`config.mk`:
```
export PLATFORM = sky130hd
export DESIGN_NAME = fmb_tester_top
export DESIGN_NICKNAME = d
export VERILOG_FILES = /design/src/hw/fmb_pkg.sv /design/src/hw/chk_status_if.sv /design/src/hw/fmb_tester_top.sv /design/src/hw/test_status_combiner.sv /design/src/hw/memory_checker.sv /design/src/hw/ddr_reset_sequencer.sv
export VERILOG_INCLUDE_DIRS = /design/src /design/src/include
export SDC_FILE = /design/constraint.sdc
export NUM_CORES = 1
export LEC_CHECK = 0
export BUFFER_PORTS_ARGS = -buffer_cell sky130_fd_sc_hd__buf_2
export CAP_MARGIN = 25
export CORE_MARGIN = 3
export CORE_UTILIZATION = 47
export CTS_BUF_LIST = sky130_fd_sc_hd__clkbuf_16
export CTS_CLUSTER_DIAMETER = 40
export DETAILED_ROUTE_END_ITERATION = 8
export PLACE_DENSITY = 0.82
export SLEW_MARGIN = 40
export SYNTH_ARGS = -nofsm -noshare
export SYNTH_HDL_FRONTEND = slang
export SYNTH_HIERARCHICAL = 1
export SYNTH_SLANG_ARGS = --single-unit
```
`constraint.sdc`:
```
create_clock -name iACLK -period 2.6 [get_ports iACLK]
set_clock_uncertainty 0.05 [all_clocks]
set_input_delay 0.26 -clock iACLK [delete_from_list [all_inputs] [get_ports iACLK]]
set_output_delay 0.26 -clock iACLK [all_outputs]
set_load 0.02 [all_outputs]
```
`src/include/fmb_defines.svh`:
```
// Widths and window are scaled for simulation; both windows must stay inside one bank
`ifndef FMB_DEFINES_SVH
`define FMB_DEFINES_SVH

// --------------------
// Datapath widths
// Data word width
`define FMB_DATA_W 64
// Address width, cs/row/bank/col/dpath layout
`define FMB_ADDR_W 33

// --------------------
// Test window
// Words written and read back per channel
`define FMB_CHK_WORDS 16
// One column step past the datapath bits
`define FMB_ADDR_STEP 4
// Channel 0 in bank 2, channel 1 in bank 5
`define FMB_CH0_BASE 33'h0_0000_2000
`define FMB_CH1_BASE 33'h0_0000_5000
// Read issue stalls at this many outstanding
`define FMB_MAX_RD_INFLIGHT 4

// --------------------
// Configuration reset pulse length, two or more cycles
`define FMB_CFG_RST_CYCLES 16

`endif
```
`src/hw/fmb_pkg.sv`:
```
// Address layout follows the LPDDR4x x16 part; field widths must sum to FMB_ADDR_W
`default_nettype none
`include "fmb_defines.svh"

package fmb_pkg;

	// --------------------
	// Memory address
	// [32] chip select
	// [31:15] row, 17 bits
	// [14:12] bank
	// [11:2] column, 10 bits
	// [1:0] datapath byte lanes
	typedef struct packed
	{
		logic        cs;
		logic [16:0] row;
		logic [2:0]  bank;
		logic [9:0]  col;
		logic [1:0]  dpath;
	} ddr_addr_fields_s;

	// Same word seen flat or split into fields
	typedef union packed
	{
		logic [`FMB_ADDR_W-1:0] flat;
		ddr_addr_fields_s       field;
	} ddr_addr_u;

	// --------------------
	// Checker phase
	// DONE is terminal until reset
	typedef enum logic [2:0]
	{
		IDLE  = 3'd0,
		WRITE = 3'd1,
		READ  = 3'd2,
		DONE  = 3'd3
	} chk_state_e;

endpackage

`default_nettype wire

```
`src/hw/chk_status_if.sv`:
```
// Status of one checker; fail_addr is only meaningful while fail is high
`default_nettype none
`timescale 1ns/1ps

interface chk_status_if;

	// Checker between start and last return
	logic                run;
	// Last return compared
	logic                done;
	// Sticky, set on first mismatch
	logic                fail;
	// Address of first mismatch
	fmb_pkg::ddr_addr_u  fail_addr;
	// Mismatch count, saturating
	logic [4:0]          err_count;

	// Checker side
	modport chk (output run, done, fail, fail_addr, err_count);

	// Combiner side
	modport mon (input run, done, fail, fail_addr, err_count);

endinterface

`default_nettype wire

```
`src/hw/fmb_tester_top.sv`:
```
// One clock domain; qARST synchronous to iACLK; config select pin is tied low outside this block
`default_nettype none
`timescale 1ns/1ps
`include "fmb_defines.svh"

module fmb_tester_top
(
	input  logic                   iACLK,
	input  logic                   qARST,
	input  logic                   i_pll_locked,
	input  logic                   i_cfg_done,
	output logic                   o_cfg_reset,
	output logic                   o_cfg_start,
	output logic                   o_axi_rstn,
	// Memory port 0
	output logic                   o_m0_cmd_valid,
	input  logic                   i_m0_cmd_ready,
	output logic                   o_m0_cmd_we,
	output logic [`FMB_ADDR_W-1:0] o_m0_cmd_addr,
	output logic [`FMB_DATA_W-1:0] o_m0_wdata,
	input  logic                   i_m0_rvalid,
	input  logic [`FMB_DATA_W-1:0] i_m0_rdata,
	// Memory port 1
	output logic                   o_m1_cmd_valid,
	input  logic                   i_m1_cmd_ready,
	output logic                   o_m1_cmd_we,
	output logic [`FMB_ADDR_W-1:0] o_m1_cmd_addr,
	output logic [`FMB_DATA_W-1:0] o_m1_wdata,
	input  logic                   i_m1_rvalid,
	input  logic [`FMB_DATA_W-1:0] i_m1_rdata,
	// Board status
	output logic                   o_test_run,
	output logic                   o_test_done,
	output logic                   o_test_fail,
	output logic                   o_fail_chan,
	output logic [`FMB_ADDR_W-1:0] o_fail_addr,
	output logic [2:0]             o_fail_bank,
	output logic [5:0]             o_err_total
);

	// Starts both checkers together
	logic init_done;

	chk_status_if u_st0 ();
	chk_status_if u_st1 ();

	// --------------------
	// DDR config reset sequence
	ddr_reset_sequencer u_seq
	(
		.iACLK        (iACLK),
		.qARST        (qARST),
		.i_pll_locked (i_pll_locked),
		.i_cfg_done   (i_cfg_done),
		.o_cfg_reset  (o_cfg_reset),
		.o_cfg_start  (o_cfg_start),
		.o_axi_rstn   (o_axi_rstn),
		.o_init_done  (init_done)
	);

	// --------------------
	// Channel 0, bank 2 window
	memory_checker
	#(
		.P_SEED (32'h5a5a0f0f),
		.P_BASE (`FMB_CH0_BASE)
	) u_chk0
	(
		.iACLK       (iACLK),
		.qARST       (qARST),
		.i_init_done (init_done),
		.i_cmd_ready (i_m0_cmd_ready),
		.i_rvalid    (i_m0_rvalid),
		.i_rdata     (i_m0_rdata),
		.o_cmd_valid (o_m0_cmd_valid),
		.o_cmd_we    (o_m0_cmd_we),
		.o_cmd_addr  (o_m0_cmd_addr),
		.o_wdata     (o_m0_wdata),
		.o_status    (u_st0.chk)
	);

	// Channel 1, bank 5 window
	memory_checker
	#(
		.P_SEED (32'ha5a5f0f0),
		.P_BASE (`FMB_CH1_BASE)
	) u_chk1
	(
		.iACLK       (iACLK),
		.qARST       (qARST),
		.i_init_done (init_done),
		.i_cmd_ready (i_m1_cmd_ready),
		.i_rvalid    (i_m1_rvalid),
		.i_rdata     (i_m1_rdata),
		.o_cmd_valid (o_m1_cmd_valid),
		.o_cmd_we    (o_m1_cmd_we),
		.o_cmd_addr  (o_m1_cmd_addr),
		.o_wdata     (o_m1_wdata),
		.o_status    (u_st1.chk)
	);

	// --------------------
	// Board level result
	test_status_combiner u_comb
	(
		.iACLK       (iACLK),
		.qARST       (qARST),
		.i_ch0       (u_st0.mon),
		.i_ch1       (u_st1.mon),
		.o_test_run  (o_test_run),
		.o_test_done (o_test_done),
		.o_test_fail (o_test_fail),
		.o_fail_chan (o_fail_chan),
		.o_fail_addr (o_fail_addr),
		.o_fail_bank (o_fail_bank),
		.o_err_total (o_err_total)
	);

endmodule

`default_nettype wire

```
`src/hw/test_status_combiner.sv`:
```
// Board fail is reported only once both channels are done; location favors channel 0
`default_nettype none
`timescale 1ns/1ps
`include "fmb_defines.svh"

module test_status_combiner
(
	input  logic                   iACLK,
	input  logic                   qARST,
	chk_status_if.mon              i_ch0,
	chk_status_if.mon              i_ch1,
	output logic                   o_test_run,
	output logic                   o_test_done,
	output logic                   o_test_fail,
	output logic                   o_fail_chan,
	output logic [`FMB_ADDR_W-1:0] o_fail_addr,
	output logic [2:0]             o_fail_bank,
	output logic [5:0]             o_err_total
);

	fmb_pkg::ddr_addr_u sel_addr;
	logic               sel_chan;
	logic               both_done;

	assign both_done = i_ch0.done & i_ch1.done;

	// --------------------
	// Fault location select
	// Channel 0 first, zero when clean
	always_comb
	begin
		sel_chan      = 1'b0;
		sel_addr.flat = '0;
		if (i_ch0.fail)
			sel_addr = i_ch0.fail_addr;
		else if (i_ch1.fail)
		begin
			sel_chan = 1'b1;
			sel_addr = i_ch1.fail_addr;
		end
	end

	// --------------------
	// Board flags
	always_ff @(posedge iACLK)
	begin
		if (qARST)
		begin
			o_test_run  <= 1'b0;
			o_test_done <= 1'b0;
			o_test_fail <= 1'b0;
		end
		else
		begin
			o_test_run  <= i_ch0.run | i_ch1.run;
			o_test_done <= both_done;
			// Final verdict, so fail never leads done
			o_test_fail <= both_done & (i_ch0.fail | i_ch1.fail);
		end
	end

	// Location and totals, refreshed every cycle
	always_ff @(posedge iACLK)
	begin
		o_fail_chan <= sel_chan;
		o_fail_addr <= sel_addr.flat;
		// Bank through the field view
		o_fail_bank <= sel_addr.field.bank;
		o_err_total <= {1'b0, i_ch0.err_count} + {1'b0, i_ch1.err_count};
	end

endmodule

`default_nettype wire

```
`src/hw/memory_checker.sv`:
```
// Returns must come in issue order, one per read, with no back-pressure; result holds until reset
`default_nettype none
`timescale 1ns/1ps
`include "fmb_defines.svh"

module memory_checker
#(
	parameter logic [31:0]            P_SEED = 32'h5a5a0f0f,
	parameter logic [`FMB_ADDR_W-1:0] P_BASE = `FMB_CH0_BASE
)
(
	input  logic                   iACLK,
	input  logic                   qARST,
	input  logic                   i_init_done,
	input  logic                   i_cmd_ready,
	input  logic                   i_rvalid,
	input  logic [`FMB_DATA_W-1:0] i_rdata,
	output logic                   o_cmd_valid,
	output logic                   o_cmd_we,
	output logic [`FMB_ADDR_W-1:0] o_cmd_addr,
	output logic [`FMB_DATA_W-1:0] o_wdata,
	chk_status_if.chk              o_status
);

	localparam int CNT_W = $clog2(`FMB_CHK_WORDS) + 1;
	localparam int OUT_W = $clog2(`FMB_MAX_RD_INFLIGHT) + 1;
	localparam logic [CNT_W-1:0] N_WORDS   = CNT_W'(`FMB_CHK_WORDS);
	localparam logic [CNT_W-1:0] LAST_WORD = CNT_W'(`FMB_CHK_WORDS - 1);
	localparam logic [OUT_W-1:0] MAX_OUT   = OUT_W'(`FMB_MAX_RD_INFLIGHT);
	localparam logic [`FMB_ADDR_W-1:0] STEP = `FMB_ADDR_W'(`FMB_ADDR_STEP);

	fmb_pkg::chk_state_e state;
	// Issue side and return side addresses
	fmb_pkg::ddr_addr_u  iss_addr;
	fmb_pkg::ddr_addr_u  exp_addr;
	fmb_pkg::ddr_addr_u  fail_addr;
	logic [CNT_W-1:0]    iss_cnt;
	logic [CNT_W-1:0]    ret_cnt;
	logic [OUT_W-1:0]    rd_out;
	logic                fail;
	logic [4:0]          err_count;
	logic                cmd_fire;
	logic                rd_fire;
	logic                mismatch;

	// Address zero-extended, XOR seed repeated across the word
	function automatic logic [`FMB_DATA_W-1:0] f_pattern(input logic [`FMB_ADDR_W-1:0] addr);
		return {{(`FMB_DATA_W - `FMB_ADDR_W){1'b0}}, addr} ^ {(`FMB_DATA_W / 32){P_SEED}};
	endfunction

	// --------------------
	// Command channel
	// Valid drops only on transfer, so fields hold under back-pressure
	assign o_cmd_valid = (state == fmb_pkg::WRITE) ||
		((state == fmb_pkg::READ) && (iss_cnt < N_WORDS) && (rd_out < MAX_OUT));
	assign o_cmd_we    = (state == fmb_pkg::WRITE);
	assign o_cmd_addr  = iss_addr.flat;
	// Pattern on reads too, ignored by memory
	assign o_wdata     = f_pattern(iss_addr.flat);
	assign cmd_fire    = o_cmd_valid & i_cmd_ready;
	assign rd_fire     = cmd_fire & ~o_cmd_we;
	// Regenerated expected word, nothing stored
	assign mismatch    = i_rvalid & (i_rdata != f_pattern(exp_addr.flat));

	// --------------------
	// Phase FSM and issue address
	always_ff @(posedge iACLK)
	begin
		if (qARST)
		begin
			state         <= fmb_pkg::IDLE;
			iss_addr.flat <= P_BASE;
			iss_cnt       <= '0;
		end
		else
		begin
			case (state)
			fmb_pkg::IDLE:
				if (i_init_done)
					state <= fmb_pkg::WRITE;
			fmb_pkg::WRITE:
				if (cmd_fire)
				begin
					// Last write, rewind for read issue
					if (iss_cnt == LAST_WORD)
					begin
						state         <= fmb_pkg::READ;
						iss_addr.flat <= P_BASE;
						iss_cnt       <= '0;
					end
					else
					begin
						iss_addr.flat <= iss_addr.flat + STEP;
						iss_cnt       <= iss_cnt + 1'b1;
					end
				end
			fmb_pkg::READ:
			begin
				if (rd_fire)
				begin
					iss_addr.flat <= iss_addr.flat + STEP;
					iss_cnt       <= iss_cnt + 1'b1;
				end
				// Done the cycle after last return
				if (i_rvalid && (ret_cnt == LAST_WORD))
					state <= fmb_pkg::DONE;
			end
			default:
				state <= state;
			endcase
		end
	end

	// --------------------
	// Reads in flight and return compare
	always_ff @(posedge iACLK)
	begin
		if (qARST)
		begin
			rd_out        <= '0;
			exp_addr.flat <= P_BASE;
			ret_cnt       <= '0;
			fail          <= 1'b0;
			err_count     <= '0;
		end
		else
		begin
			case ({rd_fire, i_rvalid})
			2'b10:   rd_out <= rd_out + 1'b1;
			2'b01:   rd_out <= rd_out - 1'b1;
			default: rd_out <= rd_out;
			endcase
			if (i_rvalid)
			begin
				exp_addr.flat <= exp_addr.flat + STEP;
				ret_cnt       <= ret_cnt + 1'b1;
			end
			if (mismatch)
			begin
				fail <= 1'b1;
				// Saturate at 31
				if (err_count != 5'd31)
					err_count <= err_count + 1'b1;
			end
		end
	end

	// First mismatch only
	always_ff @(posedge iACLK)
	begin
		if (mismatch && !fail)
			fail_addr <= exp_addr;
	end

	// --------------------
	// Status out
	assign o_status.run       = (state == fmb_pkg::WRITE) || (state == fmb_pkg::READ);
	assign o_status.done      = (state == fmb_pkg::DONE);
	assign o_status.fail      = fail;
	assign o_status.fail_addr = fail_addr;
	assign o_status.err_count = err_count;

endmodule

`default_nettype wire

```
`src/hw/ddr_reset_sequencer.sv`:
```
// Assumes i_pll_locked and i_cfg_done are synchronous to iACLK; once released only qARST restarts
`default_nettype none
`timescale 1ns/1ps
`include "fmb_defines.svh"

module ddr_reset_sequencer
(
	input  logic iACLK,
	input  logic qARST,
	input  logic i_pll_locked,
	input  logic i_cfg_done,
	output logic o_cfg_reset,
	output logic o_cfg_start,
	output logic o_axi_rstn,
	output logic o_init_done
);

	// --------------------
	// States
	localparam logic [1:0] ST_CFG_RST   = 2'd0;
	localparam logic [1:0] ST_CFG_START = 2'd1;
	localparam logic [1:0] ST_RUN       = 2'd2;

	// Counter for the configuration reset pulse
	localparam int CNT_W = $clog2(`FMB_CFG_RST_CYCLES);
	localparam logic [CNT_W-1:0] CNT_LAST = CNT_W'(`FMB_CFG_RST_CYCLES - 1);

	logic [1:0]       state;
	logic [CNT_W-1:0] rst_cnt;

	// --------------------
	// Sequence FSM
	always_ff @(posedge iACLK)
	begin
		if (qARST)
		begin
			state   <= ST_CFG_RST;
			rst_cnt <= '0;
		end
		else
		begin
			case (state)
			ST_CFG_RST:
			begin
				// Only locked cycles count
				if (!i_pll_locked)
					rst_cnt <= '0;
				else if (rst_cnt == CNT_LAST)
				begin
					state   <= ST_CFG_START;
					rst_cnt <= '0;
				end
				else
					rst_cnt <= rst_cnt + 1'b1;
			end
			ST_CFG_START:
			begin
				// Lock lost, redo the config reset
				if (!i_pll_locked)
					state <= ST_CFG_RST;
				else if (i_cfg_done)
					state <= ST_RUN;
			end
			ST_RUN:
				// Held until reset, lock no longer matters
				state <= ST_RUN;
			default:
				state <= ST_CFG_RST;
			endcase
		end
	end

	// --------------------
	// Outputs decoded from state
	// Config reset high out of reset
	assign o_cfg_reset = (state == ST_CFG_RST);
	assign o_cfg_start = (state == ST_CFG_START);
	// Memory ports released with init done
	assign o_axi_rstn  = (state == ST_RUN);
	assign o_init_done = (state == ST_RUN);

endmodule

`default_nettype wire

```
==> qor.txt <==
Cells after Synth - 1,304
Number of buffer and inverter instances along the worst setup path - 2
Maximum VDD drop - 0.4965 mV
Number of DRC violations after detailed-routing iteration 0 - 591
Via count of the first global-routing pass - 9,675
Diode count - 0
Starting Density - 47.97%
Final core utilization - 58.28%
Cell variety after synth - 70
H-tree Lvls - 2
Worst-path maximum fanout - 6
Cell area after technology mapping - 12,960 µm²
Clock period minus worst slack - 2357 ps
Post-DP Area - 14,490 µm²
Portion of total power attributed to the clock network - 46.3%
CP max stage delay - 370 ps
Number of flops mapped to enable cells by yosys - 62
Final weighted congestion of routability-driven global placement - 0.9143
Layout cell share with drive strength beyond 1 - 26.34%
Number of placement rows - 60
Antenna violations before repair - 0
Net switching component of the power - 2.806 mW
DR WL/cell - 16.46 µm
Maximum Capacitance Violations - 0
Cell-internal power - 7.887 mW
Number of buffers created by CTS - 38
Overall power of the completed layout - 10.69 mW
Share of the synthesized area in the top cell type - 33.20%
Maximum number of buffers from clock root to sink - 3
Sequential power share - 43.8%
Required time of the critical path - 2990 ps
Achievable Freq - 0.4243 GHz
Finish-stage setup viols - 0
Input/output buffers - 312
Highest-count cells in the layout ignoring fill and taps - buf_2 (311), dfxtp_1 (215), nor2_1 (152), xor2_1 (100), xnor2_1 (80)
Ratio of routed vias to standard cells - 5.199
Overall routing resource usage - 20.92%
Cell at the slowest stage of the critical path - fa_1
Post-detail-place hpwl - 23.95 mm
Post-Layout Inst Area - 15,750 µm²
Dominant cell type by area after synthesis - dfxtp_1
Aggregate negative setup slack - 0 ps
Maximum number of pins on one net before global-route repair - 49
Cell area power density - 678.9 nW/µm²
Setup repair after global routing missed its margin - no
Type of the worst min-delay path - in2reg
Count of nets left with antenna violations after detail routing - 0
Share of synthesized area occupied by flip-flops and latches - 47.56%
Final slew viol count - 0
Most common library cell in the layout ignoring fill and taps - buf_2
Clock tree root driver cell - clkbuf_16
Total detailed-routing wirelength - 32.67 mm
Fraction of power spent switching nets - 26.24%
Leading cell types by total area after synthesis - dfxtp_1 (33%), edfxtp_1 (14%), xor2_1 (6.8%), buf_4 (6.3%), xnor2_1 (5.4%)
Least-Margin Pin Slew - 816.6 ps
Ports placed on the boundary - 383
Number of synthesis warnings - 6
Worst hold slack - 23.18 ps
Clock transition at the register clock pins on the worst setup and hold paths after CTS - 50 ps
First-pass iteration count of the detailed router - 6
Cells traversed along the worst timing path - inv_1 > ha_1 > nand2b_1 > nor2_1 > nand3b_1 > ha_1 > inv_1 > fa_1 > xor2_1 > or3_1 > a21oi_1
Mean instance size in the synthesized netlist - 9.942 µm²
Die boundary width - 172.1 µm
Worst-Skew Late Latency - 520 ps
Total DRC errors in the routed layout - 0
Clock tree from TritonCTS - yes
Share of the clock period used by the worst path - 90.64%
Total Nets Final - 1,785
Clock sinks - 277
Ys async rst share - 0%
Chip height - 172.1 µm
Worst setup EP type - flip-flop
Overflow left after global routing - 0
Die Outline Area - 29,610 µm²
Wire length of the first global-routing pass - 49.52 mm
Top FF cell, synth - dfxtp_1
Final hold violations - 0
Cell family contributing the most delay on the critical path - adder cells
Standby leakage power - 6.808 nW
Status - completed
Floorplan Core Area - 27,030 µm²
Number of vias in the routed layout - 10,320
Endpoint arrival time on the critical path - 2740 ps
Kind of launch point of the worst setup path - flip-flop
Layout overhead on the synthesized area - 21.48%
Synthesized flop and latch total - 277
Worst slew margin relative to its limit - 45.44%
Combinational group share of total power - 9.8%
Worst Path Class, Setup - reg2reg
-- timing repair --
action,CTS,global route
gates resized for setup,0,1
buffers inserted,0,2
endpoints found under the setup margin,0,10
hold endpoints to repair,1,0
hold buffers,1,0
-- worst min-delay path, delay by kind of cell --
kind / cells / cell delay (ps)
AND/OR/NAND/NOR: 1 / 70
buffers and inverters: 1 / 140
AO/OA/AOI/OAI: 1 / 60
-- cells in the mapped netlist, drive strengths merged (2+ instances only) --
master   number
a211oi        2
a21oi        43
nand4b        2
and4b         3
buf         123
clkbuf       20
or4b          4
xnor2        80
inv          63
and3         18
edfxtp       62
or4           3
nor2b        11
conb          4
mux2          2
ha           30
a221oi        4
mux2i         9
xor2        100
nor4bb        3
nand4        45
dfxtp       215
nor2        154
and2          2
nor3b         2
fa            3
o21a          3
a21o          2
nor4         22
a311oi        2
nand2        64
and4         15
o21ai        25
nand3b        4
o31ai         2
or3          17
nor3         22
a22o         32
nand3        51
or2           3
o211ai        3
o2111ai       3
nand2b       11
nor4b         5
a31oi         4
-- kinds of logic after synthesis --
family,synth area share [%]
and+or+nand+nor,19.58
DFF,47.56
buffers and inverters,9.535
xor gates and xnor gates,12.16
AOI/OAI and AO/OA,6.794
adders and majority gates,3.358
muxes,0.8975
other,0.1158
-- per-layer routing --
layer	up-vias	wire (µm)	part of all wire, %	track usage, %
li1	4938	-	-	-
met1	4829	12970	40	25.91
met5	-	0	0	0
met3	81	2558	7.8	4.070
met2	472	16090	49	36.42
met4	0	1049	3.2	7.567
-- power by group through the flow --
stage / logic (mW) / registers [mW] / clock network, mW
5_1_grt: 1.16 / 4.70 / 5.24
2_1_floorplan: 0.713 / 4.81 / 0
4_1_cts: 1.05 / 4.68 / 5.06
3_5_place_dp: 1.05 / 4.77 / 0
6_report: 1.05 / 4.69 / 4.95
3_3_place_gp: 1.02 / 4.77 / 0
-- metrics by stage --
stage,cells,setup WS [ps]
6_report,1985,243.2
5_1_grt,1985,65.05
4_1_cts,1983,202.9
3_5_place_dp,1914,-18.16
3_3_place_gp,1914,-18.25
2_1_floorplan,1374,293.2
-- worst paths after layout --
path	start	end	slack, ps	cells past startpoint
min reg2reg	u_chk1/o_status.fail_addr[30]	u_comb/o_fail_addr[30]	410	1
max	u_chk1/state[0]	u_chk1/rd_out[2]	240	11
min	i_pll_locked	u_seq/rst_cnt[1]	20	3
max reg2reg	u_chk1/state[0]	u_chk1/rd_out[2]	240	11
-- sequential cells by signal, indices dropped and copies added, names as in the netlist, 6 cells and up --
register,cells
u_chk0/o_cmd_addr,31
u_comb/o_err_total,6
u_comb/o_fail_addr,31
u_chk1/exp_addr,31
u_chk0/o_status.fail_addr,31
u_chk1/o_cmd_addr,31
u_chk1/o_status.fail_addr,31
u_chk0/exp_addr,31
-- cell type report --
class | instances | area (µm²)
sequential | 277 | 6166
tap | 341 | 426.7
inverter | 63 | 236.5
clock buffer | 38 | 950.9
timing repair buffer | 345 | 1852
fill | 2255 | 11280
clock inverter | 30 | 279.0
multi-input combinational | 891 | 5839
(Power assumes the default switching activity.)
